<file path="src/usb_rx_cfg.svh">
`ifndef USB_RX_CFG_SVH
`define USB_RX_CFG_SVH

// line samples taken per 12 Mb/s bit at 48 MHz
`define USB_SAMPLES_PER_BIT 4

// tail of sync as three line states J K K, oldest state in the top two bits
// each state is coded by its {dp, dn} pair, J = 2'b10 and K = 2'b01
`define USB_SYNC_PATTERN 6'b100101

// both crcs start from all ones
`define USB_CRC5_SEED 5'b11111
`define USB_CRC16_SEED 16'hffff

// remainder left in the register after a good packet
// including its inverted crc field
`define USB_CRC5_RESIDUE 5'b01100
`define USB_CRC16_RESIDUE 16'h800d

`endif

</file>
<file path="src/usb_rx_pkg.sv">
`default_nettype none

package usb_rx_pkg;

  // settled states carry the {dp, dn} pair in the low two bits
  typedef enum logic [2:0] {
    LS_SE0 = 3'b000,
    LS_K   = 3'b001,
    LS_J   = 3'b010,
    LS_SE1 = 3'b011,
    LS_DT  = 3'b100
  } line_state_e;

  // recovered line state, valid marks the mid-bit sample
  typedef struct packed {
    line_state_e state;
    logic        valid;
  } line_sample_t;

  // one nrzi-decoded, unstuffed bit
  typedef struct packed {
    logic data;
    logic valid;
  } rx_bit_t;

  // pid bits 1:0 give the packet class
  typedef enum logic [1:0] {
    PID_TOKEN     = 2'b01,
    PID_HANDSHAKE = 2'b10,
    PID_DATA      = 2'b11
  } pid_type_e;

  typedef struct packed {
    logic [3:0] endp;
    logic [6:0] addr;
  } token_fields_t;

  // in/out/setup read addr and endp, sof reads the frame number
  typedef union packed {
    token_fields_t fields;
    logic [10:0]   frame_num;
  } usb_token_u;

  typedef struct packed {
    logic [3:0] pid;
    usb_token_u token;
    logic       valid;
  } rx_result_t;

endpackage

`default_nettype wire

</file>
<file path="src/usb_fs_rx.sv">
`timescale 1ns/1ps
`default_nettype none

module usb_fs_rx (
  input  wire                    clk_48mhz,
  input  wire                    reset,
  input  wire                    dp,
  input  wire                    dn,
  output logic                   bit_strobe,
  output logic                   pkt_start,
  output logic                   pkt_end,
  output usb_rx_pkg::rx_result_t result,
  output logic                   rx_data_put,
  output logic [7:0]             rx_data
);

  import usb_rx_pkg::*;

  line_sample_t line_smp;
  rx_bit_t rx_bit;
  logic pid_complete;
  pid_type_e pid_type;
  // fields of the latched packet result
  logic [3:0] res_pid;
  usb_token_u res_token;
  logic res_valid;

  // dp/dn to settled line states and bit timing
  usb_line_recover line_recover0 (
    .clk_48mhz  (clk_48mhz),
    .reset      (reset),
    .dp         (dp),
    .dn         (dn),
    .line       (line_smp),
    .bit_strobe (bit_strobe)
  );

  // sync/eop framing, nrzi and unstuffing
  usb_packet_detect packet_detect0 (
    .clk_48mhz (clk_48mhz),
    .reset     (reset),
    .line      (line_smp),
    .pkt_start (pkt_start),
    .pkt_end   (pkt_end),
    .rx_bit    (rx_bit)
  );

  usb_pid_crc_check pid_crc_check0 (
    .clk_48mhz    (clk_48mhz),
    .reset        (reset),
    .pkt_start    (pkt_start),
    .pkt_end      (pkt_end),
    .rx_bit       (rx_bit),
    .pid_complete (pid_complete),
    .pid_type     (pid_type),
    .pid          (res_pid),
    .valid        (res_valid)
  );

  usb_payload_deser payload_deser0 (
    .clk_48mhz    (clk_48mhz),
    .reset        (reset),
    .pkt_start    (pkt_start),
    .pkt_end      (pkt_end),
    .pid_complete (pid_complete),
    .pid_type     (pid_type),
    .rx_bit       (rx_bit),
    .token        (res_token),
    .rx_data_put  (rx_data_put),
    .rx_data      (rx_data)
  );

  assign result = '{pid: res_pid, token: res_token, valid: res_valid};

endmodule

`default_nettype wire

</file>
<file path="src/usb_line_recover.sv">
`timescale 1ns/1ps
`default_nettype none

`include "usb_rx_cfg.svh"

module usb_line_recover (
  input  wire                      clk_48mhz,
  input  wire                      reset,
  input  wire                      dp,
  input  wire                      dn,
  output usb_rx_pkg::line_sample_t line,
  output logic                     bit_strobe
);

  import usb_rx_pkg::*;

  localparam int PHASE_W = $clog2(`USB_SAMPLES_PER_BIT);

  // two stage synchronizer, newest pair in the low bits
  logic [3:0] pair_sync;
  logic [1:0] pair;
  line_state_e line_state;
  logic [PHASE_W-1:0] bit_phase;
  logic mid_bit;

  //////////////////////////////
  // synchronizer

  always_ff @(posedge clk_48mhz) begin
    pair_sync <= {pair_sync[1:0], dp, dn};
  end

  assign pair = pair_sync[3:2];

  //////////////////////////////
  // line state recovery
  // dp and dn may not flip on the same clock, so any change
  // parks the machine in DT for one clock before naming the state

  always_ff @(posedge clk_48mhz) begin
    if (reset) begin
      line_state <= LS_DT;
    end else if (line_state == LS_DT) begin
      // settled codes equal the pair itself
      line_state <= line_state_e'({1'b0, pair});
    end else if (pair != line_state[1:0]) begin
      line_state <= LS_DT;
    end
  end

  //////////////////////////////
  // bit phase
  // every transition realigns the phase to the sender's bit edge

  always_ff @(posedge clk_48mhz) begin
    if (reset || line_state == LS_DT) begin
      bit_phase <= '0;
    end else begin
      bit_phase <= bit_phase + 1'b1;
    end
  end

  // phase 1 is mid-bit, skip it if the pair has just moved again
  assign mid_bit = (bit_phase == PHASE_W'(1)) && (line_state != LS_DT);
  assign bit_strobe = (bit_phase == PHASE_W'(2));

  assign line = '{state: line_state, valid: mid_bit};

  // only the five defined codes ever appear
  a_state_legal: assert property (@(posedge clk_48mhz) disable iff (reset)
    line_state inside {LS_DT, LS_J, LS_K, LS_SE0, LS_SE1});

endmodule

`default_nettype wire

</file>
<file path="src/usb_packet_detect.sv">
`timescale 1ns/1ps
`default_nettype none

`include "usb_rx_cfg.svh"

module usb_packet_detect (
  input  wire                      clk_48mhz,
  input  wire                      reset,
  input  wire usb_rx_pkg::line_sample_t line,
  output logic                     pkt_start,
  output logic                     pkt_end,
  output usb_rx_pkg::rx_bit_t      rx_bit
);

  import usb_rx_pkg::*;

  // last three settled states as {dp, dn} codes, oldest on top
  logic [5:0] history;
  logic [5:0] window;
  logic [1:0] cur;
  logic [1:0] prev;
  logic packet_open;
  logic cur_jk;
  logic prev_jk;
  logic raw_valid;
  logic raw_bit;
  logic stuffed;
  // ones seen in a row, the bit after six is a stuffed zero
  logic [2:0] ones_run;

  assign cur = line.state[1:0];
  assign prev = history[1:0];
  // window includes the sample being taken now
  assign window = {history[3:0], cur};

  //////////////////////////////
  // sync and eop detection

  assign pkt_start = line.valid && !packet_open && (window == `USB_SYNC_PATTERN);
  // second se0 sample in a row closes the packet
  assign pkt_end = line.valid && packet_open && (line.state == LS_SE0) &&
                   (prev == 2'b00);

  always_ff @(posedge clk_48mhz) begin
    if (reset) begin
      // idle line is J
      history <= 6'b101010;
      packet_open <= 1'b0;
    end else begin
      if (line.valid) begin
        history <= window;
      end
      if (pkt_start) begin
        packet_open <= 1'b1;
      end else if (pkt_end) begin
        packet_open <= 1'b0;
      end
    end
  end

  //////////////////////////////
  // nrzi decode
  // same state as the last bit is a 1, a change is a 0
  // the first pid bit is taken against the final K of sync

  assign cur_jk = (line.state == LS_J) || (line.state == LS_K);
  // J and K are the only codes with one wire high
  assign prev_jk = prev[1] ^ prev[0];
  assign raw_valid = packet_open && line.valid && cur_jk && prev_jk;
  assign raw_bit = (cur == prev);

  //////////////////////////////
  // bit unstuffing

  assign stuffed = (ones_run == 3'd6);

  always_ff @(posedge clk_48mhz) begin
    if (reset || pkt_end) begin
      ones_run <= '0;
    end else if (raw_valid) begin
      // stuffed bit restarts the run whatever its value
      if (stuffed || !raw_bit) begin
        ones_run <= '0;
      end else begin
        ones_run <= ones_run + 3'd1;
      end
    end
  end

  assign rx_bit = '{data: raw_bit, valid: raw_valid && !stuffed};

  a_start_end_apart: assert property (@(posedge clk_48mhz) disable iff (reset)
    !(pkt_start && pkt_end));

  // data bits only flow between sync and eop
  a_bit_in_packet: assert property (@(posedge clk_48mhz) disable iff (reset)
    rx_bit.valid |-> packet_open);

endmodule

`default_nettype wire

</file>
<file path="src/usb_payload_deser.sv">
`timescale 1ns/1ps
`default_nettype none

module usb_payload_deser (
  input  wire                        clk_48mhz,
  input  wire                        reset,
  input  wire                        pkt_start,
  input  wire                        pkt_end,
  input  wire                        pid_complete,
  input  wire usb_rx_pkg::pid_type_e pid_type,
  input  wire usb_rx_pkg::rx_bit_t   rx_bit,
  output usb_rx_pkg::usb_token_u     token,
  output logic                       rx_data_put,
  output logic [7:0]                 rx_data
);

  import usb_rx_pkg::*;

  // 11 payload bits behind a sentinel, done when it lands in bit 0
  logic [11:0] token_shift;
  logic token_done;
  // 7 bits behind a sentinel, the 8th bit completes the byte
  logic [7:0] data_shift;
  logic data_en;
  logic byte_done;

  //////////////////////////////
  // token payload

  assign token_done = token_shift[0];

  always_ff @(posedge clk_48mhz) begin
    if (reset || pkt_start) begin
      token_shift <= 12'b1000_0000_0000;
    end else if (rx_bit.valid && pid_complete && (pid_type == PID_TOKEN) && !token_done) begin
      token_shift <= {rx_bit.data, token_shift[11:1]};
    end
  end

  // addr/endp and the sof frame number share these 11 bits
  always_ff @(posedge clk_48mhz) begin
    if (pkt_end && (pid_type == PID_TOKEN)) begin
      token.frame_num <= token_shift[11:1];
    end
  end

  //////////////////////////////
  // data bytes
  // the two crc16 bytes come out like any other byte

  assign data_en = rx_bit.valid && pid_complete && (pid_type == PID_DATA);
  assign byte_done = data_en && data_shift[0];

  always_ff @(posedge clk_48mhz) begin
    if (reset || pkt_start || byte_done) begin
      data_shift <= 8'b1000_0000;
    end else if (data_en) begin
      data_shift <= {rx_bit.data, data_shift[7:1]};
    end
  end

  always_ff @(posedge clk_48mhz) begin
    if (reset) begin
      rx_data_put <= 1'b0;
    end else begin
      rx_data_put <= byte_done;
    end
  end

  // byte holds until the next one completes
  always_ff @(posedge clk_48mhz) begin
    if (byte_done) begin
      rx_data <= {rx_bit.data, data_shift[7:1]};
    end
  end

  a_put_only_data: assert property (@(posedge clk_48mhz) disable iff (reset)
    rx_data_put |-> pid_type == PID_DATA);

endmodule

`default_nettype wire

</file>
<file path="src/usb_pid_crc_check.sv">
`timescale 1ns/1ps
`default_nettype none

`include "usb_rx_cfg.svh"

module usb_pid_crc_check (
  input  wire                      clk_48mhz,
  input  wire                      reset,
  input  wire                      pkt_start,
  input  wire                      pkt_end,
  input  wire usb_rx_pkg::rx_bit_t rx_bit,
  output logic                     pid_complete,
  output usb_rx_pkg::pid_type_e    pid_type,
  output logic [3:0]               pid,
  output logic                     valid
);

  import usb_rx_pkg::*;

  // x5 + x2 + 1 and x16 + x15 + x2 + 1, top term implied
  localparam logic [4:0]  CRC5_POLY  = 5'b00101;
  localparam logic [15:0] CRC16_POLY = 16'h8005;

  // 8 pid bits plus a sentinel that walks down to bit 0
  logic [8:0] full_pid;
  logic [4:0] crc5;
  logic [15:0] crc16;
  logic crc_en;
  logic crc5_fb;
  logic crc16_fb;
  logic pid_ok;
  logic crc5_ok;
  logic crc16_ok;
  logic verdict;

  //////////////////////////////
  // pid capture

  always_ff @(posedge clk_48mhz) begin
    if (reset || pkt_start) begin
      full_pid <= 9'b1_0000_0000;
    end else if (rx_bit.valid && !pid_complete) begin
      // lsb first, so new bits enter at the top
      full_pid <= {rx_bit.data, full_pid[8:1]};
    end
  end

  assign pid_complete = full_pid[0];
  assign pid_type = pid_type_e'(full_pid[2:1]);
  // check nibble is the complement of the type nibble
  assign pid_ok = (full_pid[4:1] == ~full_pid[8:5]);

  //////////////////////////////
  // crc checkers
  // both run over every bit after the pid, the packet type
  // decides which one is looked at

  assign crc_en = rx_bit.valid && pid_complete;
  assign crc5_fb = rx_bit.data ^ crc5[4];
  assign crc16_fb = rx_bit.data ^ crc16[15];

  always_ff @(posedge clk_48mhz) begin
    if (reset || pkt_start) begin
      crc5 <= `USB_CRC5_SEED;
      crc16 <= `USB_CRC16_SEED;
    end else if (crc_en) begin
      crc5 <= {crc5[3:0], 1'b0} ^ (crc5_fb ? CRC5_POLY : 5'b0);
      crc16 <= {crc16[14:0], 1'b0} ^ (crc16_fb ? CRC16_POLY : 16'b0);
    end
  end

  assign crc5_ok = (crc5 == `USB_CRC5_RESIDUE);
  assign crc16_ok = (crc16 == `USB_CRC16_RESIDUE);

  //////////////////////////////
  // packet verdict

  always_comb begin
    case (pid_type)
      PID_HANDSHAKE: verdict = 1'b1;
      PID_DATA:      verdict = crc16_ok;
      PID_TOKEN:     verdict = crc5_ok;
      default:       verdict = 1'b0;
    endcase
    // a short packet never reached its sentinel
    verdict = verdict && pid_ok && pid_complete;
  end

  always_ff @(posedge clk_48mhz) begin
    if (reset) begin
      valid <= 1'b0;
    end else if (pkt_end) begin
      valid <= verdict;
    end
  end

  // pid holds until the next eop
  always_ff @(posedge clk_48mhz) begin
    if (pkt_end) begin
      pid <= full_pid[4:1];
    end
  end

endmodule

`default_nettype wire

</file>
<file path="config.mk">
export PLATFORM = sky130hd
export DESIGN_NAME = usb_fs_rx
export DESIGN_NICKNAME = d
export VERILOG_FILES = /design/src/usb_rx_pkg.sv /design/src/usb_fs_rx.sv /design/src/usb_line_recover.sv /design/src/usb_packet_detect.sv /design/src/usb_payload_deser.sv /design/src/usb_pid_crc_check.sv
export VERILOG_INCLUDE_DIRS = /design/src /design/src/src
export SDC_FILE = /design/constraint.sdc
export NUM_CORES = 1
export LEC_CHECK = 0
export ABC_CLOCK_PERIOD_IN_PS = 6330
export BUFFER_PORTS_ARGS = -buffer_cell sky130_fd_sc_hd__buf_2
export CAP_MARGIN = 20
export CELL_PAD_IN_SITES_DETAIL_PLACEMENT = 1
export CELL_PAD_IN_SITES_GLOBAL_PLACEMENT = 1
export CORE_MARGIN = 1
export CORE_UTILIZATION = 50
export DETAILED_ROUTE_END_ITERATION = 12
export HOLD_SLACK_MARGIN = 0.15
export PLACE_DENSITY_LB_ADDON = 0.1
export SLEW_MARGIN = 20
export SYNTH_ARGS = -nofsm -noshare
export SYNTH_HDL_FRONTEND = slang
export SYNTH_SLANG_ARGS = --single-unit
</file>
<file path="constraint.sdc">
create_clock -name clk_48mhz -period 6.33 [get_ports clk_48mhz]
set_input_delay 0.3165 -clock clk_48mhz [delete_from_list [all_inputs] [get_ports clk_48mhz]]
set_output_delay 0.3165 -clock clk_48mhz [all_outputs]
set_load 0.02 [all_outputs]
</file>
==> results of run 1 <==
## cells in the final DEF, fill, tap and decap left out, types with 2 or more instances in the layout
master,n
sky130_fd_sc_hd__nand3b_1,7
sky130_fd_sc_hd__mux2i_1,20
sky130_fd_sc_hd__nor2_1,33
sky130_fd_sc_hd__dfxtp_1,69
sky130_fd_sc_hd__clkinv_2,2
sky130_fd_sc_hd__nor3_1,5
sky130_fd_sc_hd__xor2_1,7
sky130_fd_sc_hd__o21ai_0,7
sky130_fd_sc_hd__nor4b_1,3
sky130_fd_sc_hd__and4_1,2
sky130_fd_sc_hd__xnor3_1,2
sky130_fd_sc_hd__o21a_1,2
sky130_fd_sc_hd__and3_1,3
sky130_fd_sc_hd__bufinv_16,2
sky130_fd_sc_hd__ha_1,6
sky130_fd_sc_hd__nand4_1,2
sky130_fd_sc_hd__clkbuf_8,9
sky130_fd_sc_hd__and2_1,3
sky130_fd_sc_hd__nor3b_1,4
sky130_fd_sc_hd__o211ai_1,4
sky130_fd_sc_hd__nor4bb_1,2
sky130_fd_sc_hd__buf_2,31
sky130_fd_sc_hd__dlygate4sd3_1,2
sky130_fd_sc_hd__inv_6,2
sky130_fd_sc_hd__nand2_1,47
sky130_fd_sc_hd__o311ai_0,2
sky130_fd_sc_hd__edfxtp_1,23
sky130_fd_sc_hd__inv_1,6
sky130_fd_sc_hd__a21oi_1,12
sky130_fd_sc_hd__nand3_1,20
sky130_fd_sc_hd__xnor2_1,5
sky130_fd_sc_hd__buf_4,2
## worst max-delay path, delay by kind of cell (launching register included)
kind                       cells  cell delay (ns)
and+or+nand+nor                2             0.90
muxes                          1             0.21
AOI/OAI and AO/OA              1             0.41
buffers and inverters          1             0.07
adders and majority gates      1             0.31
DFF                            1             0.42
## layer usage
| metal | routed length [um] | vias to the layer above | global-route usage, % |
|---|---|---|---|
| li1 | - | 1240 | - |
| met1 | 3480 | 1222 | 27.1 |
| met2 | 3380 | 35 | 35.0 |
| met3 | 161 | 12 | 3.14 |
| met4 | 102 | 0 | 8.18 |
| met5 | 0 | - | 0 |
## flip-flops by register name (all words and copies together), names as in the netlist
name / flops
pid_crc_check0.crc16: 16
payload_deser0.token_shift: 12
payload_deser0.token: 11
pid_crc_check0.full_pid: 9
payload_deser0.data_shift: 8
payload_deser0.rx_data: 8
pid_crc_check0.crc5: 5
line_recover0.pair_sync: 4
packet_detect0.history: 4
pid_crc_check0.pid: 4
line_recover0.line_state: 3
packet_detect0.ones_run: 3
line_recover0.bit_phase: 2
packet_detect0.packet_open: 1
payload_deser0.rx_data_put: 1
pid_crc_check0.valid: 1
## final timing paths
check	endpoint	slack [ns]	depth (start not counted)
worst max register to register	pid_crc_check0.crc16[15]$_SDFFE_PP1P_	3.94	6
worst min register to register	line_recover0.pair_sync[2]$_DFF_P_	0.33	0
worst max-delay path	pid_crc_check0.crc16[15]$_SDFFE_PP1P_	3.94	6
worst min-delay path	packet_detect0.packet_open$_SDFFE_PP0P_	0.22	2
## where the power goes
part	leakage (uW)	internal (uW)	switching, uW	total [uW]
combinational	0.000764	17.7	30.7	48.3
clock	0.000111	224	204	428
sequential	0.000730	605	8.21	613
total	0.00160	847	243	1090
## final cells by class
cell class	count	area (sq um)	share of cell area, %
clock buffer	10	128	3.16
sequential	92	2070	51.3
inverter	7	26.3	0.651
timing repair buffer	35	190	4.71
clock inverter	6	87.6	2.17
multi-input combinational	221	1410	35.0
tap	96	120	2.98
## logic make-up after synthesis
group	count (synthesis)
AO/OA/AOI/OAI	38
XOR/XNOR	14
adder cells (fa/ha/maj)	6
buffers and inverters	23
flip-flops	92
multiplexers	20
AND/OR/NAND/NOR	143
## through the flow
stage	hold WS, ns	utilization [%]
floorplan	0.310	-
global placement	0.310	55.3
detailed placement	0.313	55.3
CTS	0.214	58.8
global route	0.240	58.8
finish	0.220	58.8
## timing repair
item                       4_1_cts  5_1_grt
setup endpoints to repair        0        0
hold endpoints to repair         2        0
hold buffers                     2        0
==> results list, run 1 <==
- Once placement finished, the instance area stood at 0.00380 sq mm.
- In this run the deepest clock path goes through 2 buffers.
* Most common cell in the synthesized netlist: sky130_fd_sc_hd__dfxtp_1
- Via density per instance: between 5 and 6
- The later pin in the worst-skew pair is clocked with a latency of 0.35 ns.
* Finished Cell Area: 0.00404 sq mm
* Data arrival time at the worst-slack endpoint: roughly 2.7 ns
- Before CTS, the worst setup slack after placement is roughly 3.9 ns.
* Total setup buffers inserted after CTS: 0
* Post-synth ARST share: 0%
* Final worst clock skew: 0.00752 ns
- Setup violations remaining at the end of the flow were counted as 0.
- Wirelength per Cell: between 15 and 20 um
* Maximum capacitance violations: 0
* Rows: 30
* Max H-tree Level: 3
* Biggest area consumer among synthesized cells: sky130_fd_sc_hd__dfxtp_1
* Placed instance count: between 400 and 500
- After the flow finishes, the layout carries non-filler instances totaling about 470.
* Critical Path Start Type: flip-flop
- Measured slew at the worst slew-check pin: 0.988 ns
- CTS clock-pin slew for the worst setup and hold paths: about 0.090 ns
* Antenna diodes: 0
* Height of the chip: ~87 um
- Vias in the first global route: approximately 2,500
- Outcome: finished, final reports clean
- The largest single stage delay on the critical path is 0.65 ns.
- The synthesized netlist devotes 4.20% of its cell area to XOR and XNOR gates.
* Period utilization: a little under two fifths
* Maximum clock frequency: 0.418 GHz
- CTS tree: done
- Total Neg Setup Slack: 0 ns
- Type of the tightest min-delay check: input port to flip-flop
- Summing the areas of all compound-gate instances in the mapped netlist gives ~6.8% of the synthesized area.
* Power Density: between 200 and 300 mW/mm^2
* Root buffer cell: sky130_fd_sc_hd__clkbuf_8
* X dimension of the die: between 80 and 90 um
- The top cell type by area accounts for about two fifths of the synthesized area.
- Relative slew margins: between 30% and 40%
* Syn. warnings: 0
- Num CTS Buffers: 9
- The die covers 0.00750 sq mm.
- Data required, critical path: between 6 and 7 ns
- Synthesis produced a netlist with a net count of around 350.
- After Yosys synthesis, full adders, half adders and majority gates account for under 10% of the synthesized area.
* Area Overhead vs Synth: 12.8%
- Synthesis inferred approximately 90 register bits.
- Setup repair after global routing left no endpoint under its margin.
* Fraction of the mapped netlist area in simple logic gates: between 20 and 25%
* Count of mapped cells out of synthesis: 336
* Global placement routability congestion: ~0.74
* Core box area: just under 0.007 sq mm
- Avg Cell Area, Syn: between 10 and 15 sq um
- Tracing the worst setup path back leads to its startpoint at packet_detect0.history[0]$_SDFFE_PP0N_.
* Synth area leaders: sky130_fd_sc_hd__dfxtp_1 39%, sky130_fd_sc_hd__edfxtp_1 19%, sky130_fd_sc_hd__mux2i_1 5.6%
- Startpoint of the worst register-to-register path: packet_detect0.history[0]$_SDFFE_PP0N_
- Count of boundary I/O pins: 32
- Most common flop cell mapped by yosys: sky130_fd_sc_hd__dfxtp_1
- The pre-antenna-repair detailed-routing pass consisted of 4 iterations.
* Antenna violations before repair: 0
- After synthesis, the most frequently instantiated cells are 69 x sky130_fd_sc_hd__dfxtp_1, 47 x sky130_fd_sc_hd__nand2_1, 33 x sky130_fd_sc_hd__nor2_1.
* Input/output buffers: 31
* Sinks on Clock Net: 92
* EDFF count, synth: 23
- After the last flow step, the layout net total stands at between 300 and 400.
* Total vias in the final route: between 2,000 and 3,000
- In the global route stage, overall resource usage came out at 20.8%.
- The number of slew-limit violations in the final report is 0.
- Max IR drop VDD: approximately 0.14 mV
- In the synthesized netlist, mux cells make up around 5.6% of the area.
- Leftover overflow at the end of global routing: 0
- Wire length of the first global-routing pass: between 10 and 15 mm
- Share of post-route cells with drive strength above 1: between 10% and 20%
* Maximum number of pins on one net before global-route repair: 26
- Counting distinct cell types in the post-synthesis netlist gives 51.
- Fillers: between 700 and 800
- STA classifies the critical path endpoint as a flip-flop.
- Slowest stage cell, crit path: sky130_fd_sc_hd__nand3_1
* Leakage Power: ~0.0016 uW
* Netlist area before placement: approximately 0.0036 sq mm
- For this configuration, the core starts out at a cell density of a little over half.
* Detailed Route WL: 7.13 mm
* Number of violations reported at the end of detailed-routing iteration 0: 70
* Total Power: approximately 1100 uW
* Post-route setup slack: between 3 and 4 ns
- Of all nets on the critical path, the largest fanout is 25.
- After detailed routing, the number of remaining DRC violations is 0.
- Share of synthesized area occupied by flip-flops and latches: 57.9%
* Post-cts resize count: 0
- Hold Startpoint: reset
* Combinational family with the most area after synthesis: simple AND/OR/NAND/NOR gates
- The number of hold-slack violations in the final timing report is 0.
* Cell chain of the critical path: inv_1 > ha_1 > and4b_1 > nand3_1 > a21oi_1 > mux2i_1
- The count of nets left with antenna violations once routing finished came out at 0.
- The setup path with the least slack is of type flip-flop to flip-flop.
- After layout, the minimum clock period comes to 2.39 ns.
* Detailed Place HPWL: between 4 and 5 mm
No activity file was read; power rests on OpenSTA's default activity.
==> run 2, diff against run 1 <==
- ABC_CLOCK_PERIOD_IN_PS: 6330 -> 2100
- CORE_UTILIZATION: 50 -> 42
- clock period: 6.33 -> 2.1 ns (I/O delays scaled with it)
==> run 2 against run 1 <==
- power increased to 2.9 times the previous value
- worst setup slack lost 3.8 ns
- die area is 19% higher
- critical path type is now flip-flop to output pin
- largest cell class unchanged
==> results list, run 2 (synthesis results as in run 1) <==
- For this run, the slowest stage of the critical path takes 0.58 ns.
- Most frequent cells in the layout: 69 x sky130_fd_sc_hd__dfxtp_1, 47 x sky130_fd_sc_hd__nand2_1, 33 x sky130_fd_sc_hd__nor2_1
* Share of post-route cells with drive strength above 1: between 20% and 30%
* Measured slew at the worst slew-check pin: about 0.66 ns
* Global placement routability congestion: 0.744
- At the end of the flow, the number of nets in the layout was 400.
- Using the TritonRoute via totals, the vias-per-cell ratio works out to approximately 5.2.
- Compared with the post-synthesis result, the final layout area differs by 19.7%.
* Core box area: about 0.0082 sq mm
- Adding up every negative setup slack in the final design gives 0 ns.
- Leaving out fill and tap cells, the most frequent cell in the layout is sky130_fd_sc_hd__dfxtp_1.
- Power Density: roughly 740 mW/mm^2
- Final core occ: 52.1%
* Max Root-Sink Buffers: 2
* Input/output buffers: 31
* Starting utilization of the core area: 43.5%
- Detailed Route WL: roughly 7.4 mm
- The H-tree generated during clock tree synthesis spans 3 levels.
- The first global-routing pass estimated 12.8 mm of wire.
- Num CTS Buffers: 9
- X dimension of the die: approximately 94 um
* Setup WS pre-CTS: -0.0774 ns
- STA classifies the critical path endpoint as an output pin.
- Data required, critical path: 2.00 ns
- Remaining number of nets flagged by the antenna check after routing: 0
* Fillers: 937
- The register with the most flip-flops in the layout has 16 of them.
- Vias in the first global route: 2,647
* Wirelength per Cell: roughly 15 um
- TritonCTS built the clock tree.
- Register area: 0.00207 sq mm
* Antenna diodes: 0
- The signal on the critical path passes through buf_4 > or4b_1 > nor2_1 > buf_2.
- Across the run, the number of max-cap violations was 0.
- Largest reg by FF count: pid_crc_check0.crc16
- For the final database, setup skew stands at around 0.013 ns.
- Antenna violations before repair: 0
* Detailed Place HPWL: around 5 mm
* Outcome: finished, final reports clean
- Setup violations remaining at the end of the flow were counted as 0.
- Leakage Power: 0.00175 uW
- Among all stages on the critical path, the largest delay is contributed by sky130_fd_sc_hd__or4b_1.
* Multi-input gate area in the final layout: about 0.0014 sq mm
- The tree is rooted in a sky130_fd_sc_hd__clkbuf_8.
- For this run the aggregate overflow at the end of global routing stands at 0.
- STA classifies the critical path startpoint as a flip-flop.
- Power comes to 3180 uW.
* Type of the tightest min-delay check: flip-flop to flip-flop
- Clock network latency to the later pin of the worst-skew pair: 0.37 ns
- The floorplan has 33 rows.
* Endpoints failing hold: 0
* Unrepaired setup endpoints after global routing: false
- IR analysis of the VDD net gives a maximum drop of ~0.4 mV.
- Data arrival time at the worst-slack endpoint: roughly 1.9 ns
- Entering global routing, the biggest net connects 28 pins.
- Derived from the worst setup path, the maximum achievable clock frequency is roughly 0.50 GHz.
* Final count of pins violating max slew: 0
- Total track usage: 18.7%
- Sinks on Clock Net: between 90 and 100
- The first TritonRoute pass finished after 4 iterations.
- Period utilization: 94.4%
- Across all setup checks in the final design, the least slack found is ~0.12 ns.
- Kind of critical path: flip-flop to output pin
- Minimum clock period: 1.98 ns
- The floorplan step defined a die boundary enclosing between 0.008 and 0.009 sq mm.
- CTS clock-pin slew for the worst setup and hold paths: 0.09 ns
- Total vias in the final route: between 2,000 and 3,000
- Regs by FF count: pid_crc_check0.crc16 x16, payload_deser0.token_shift x12, payload_deser0.token x11
* Count of boundary I/O pins: 32
- Height of the chip: between 90 and 100 um
- After detailed routing, the number of remaining DRC violations is 0.
- Relative slew margins: 55.4%
- Number of violations reported at the end of detailed-routing iteration 0: 51
- Biggest fanout along the worst timing path: 9
-- run 2: cell types whose count changed in the layout (fill, tap and decap cells not counted), sizes merged --
cell and delta:
clkinvlp +1, clkinv +2, dlygate4sd3 +1, clkbuf -1
bufinv -2, buf +23
-- run 2: critical path: cells and delay by family, from the launching register on --
kind | cells | cell delay [ns]
DFF | 1 | 0.37
buffers and inverters | 2 | 0.38
and+or+nand+nor | 2 | 0.77
-- run 2: area by class of cell --
class | count | area share (%)
inverters | 7 | 0.614
clock buffers | 9 | 2.89
well taps | 105 | 3.07
repair buffers | 59 | 9.59
clock inverters | 7 | 1.70
multi-input cells | 221 | 33.7
flip-flops and latches | 92 | 48.4
-- run 2: per-stage QoR --
step	std cells	hold slack [ns]	instance area, sq um
floorplan	336	0.133	3580
global placement	479	0.207	4000
detailed placement	479	0.209	4000
CTS	499	0.336	4240
global route	500	0.355	4280
finish	500	0.335	4280
-- run 2: routing by layer --
layer / vias to the layer above / GRT usage [%] / share of wire (%)
met5: - / 0 / 0
met4: 0 / 5.64 / 1.0
met3: 8 / 4.45 / 3.2
met2: 39 / 31.1 / 48
met1: 1264 / 23.7 / 48
li1: 1296 / - / -
-- run 2: path summary, 6_finish.rpt --
kind                                                                from                                         to  slack [ns]  cells past startpoint
worst max-delay path            line_recover0.line_state[1]$_SDFFE_PP0P_                                  pkt_start        0.12                      4
worst min-delay path                  line_recover0.pair_sync[1]$_DFF_P_         line_recover0.pair_sync[3]$_DFF_P_        0.33                      0
worst max register to register    packet_detect0.history[0]$_SDFFE_PP0N_  payload_deser0.data_shift[4]$_SDFFE_PP0P_        0.16                      8
worst min register to register        line_recover0.pair_sync[1]$_DFF_P_         line_recover0.pair_sync[3]$_DFF_P_        0.33                      0
-- run 2: repair_timing --
item,in CTS,in global routing
setup buffers,1,1
pin swaps,0,1
hold buffers,3,0
endpoints found under the setup margin,16,10
gates resized for setup,2,4
hold endpoints to repair,9,0
-- run 2: where the power goes --
part	leakage [uW]	switching [uW]	internal [uW]	total, uW
combinational	0.000916	112	83.9	196
clock	0.0000962	688	462	1150
sequential	0.000735	15.3	1820	1840
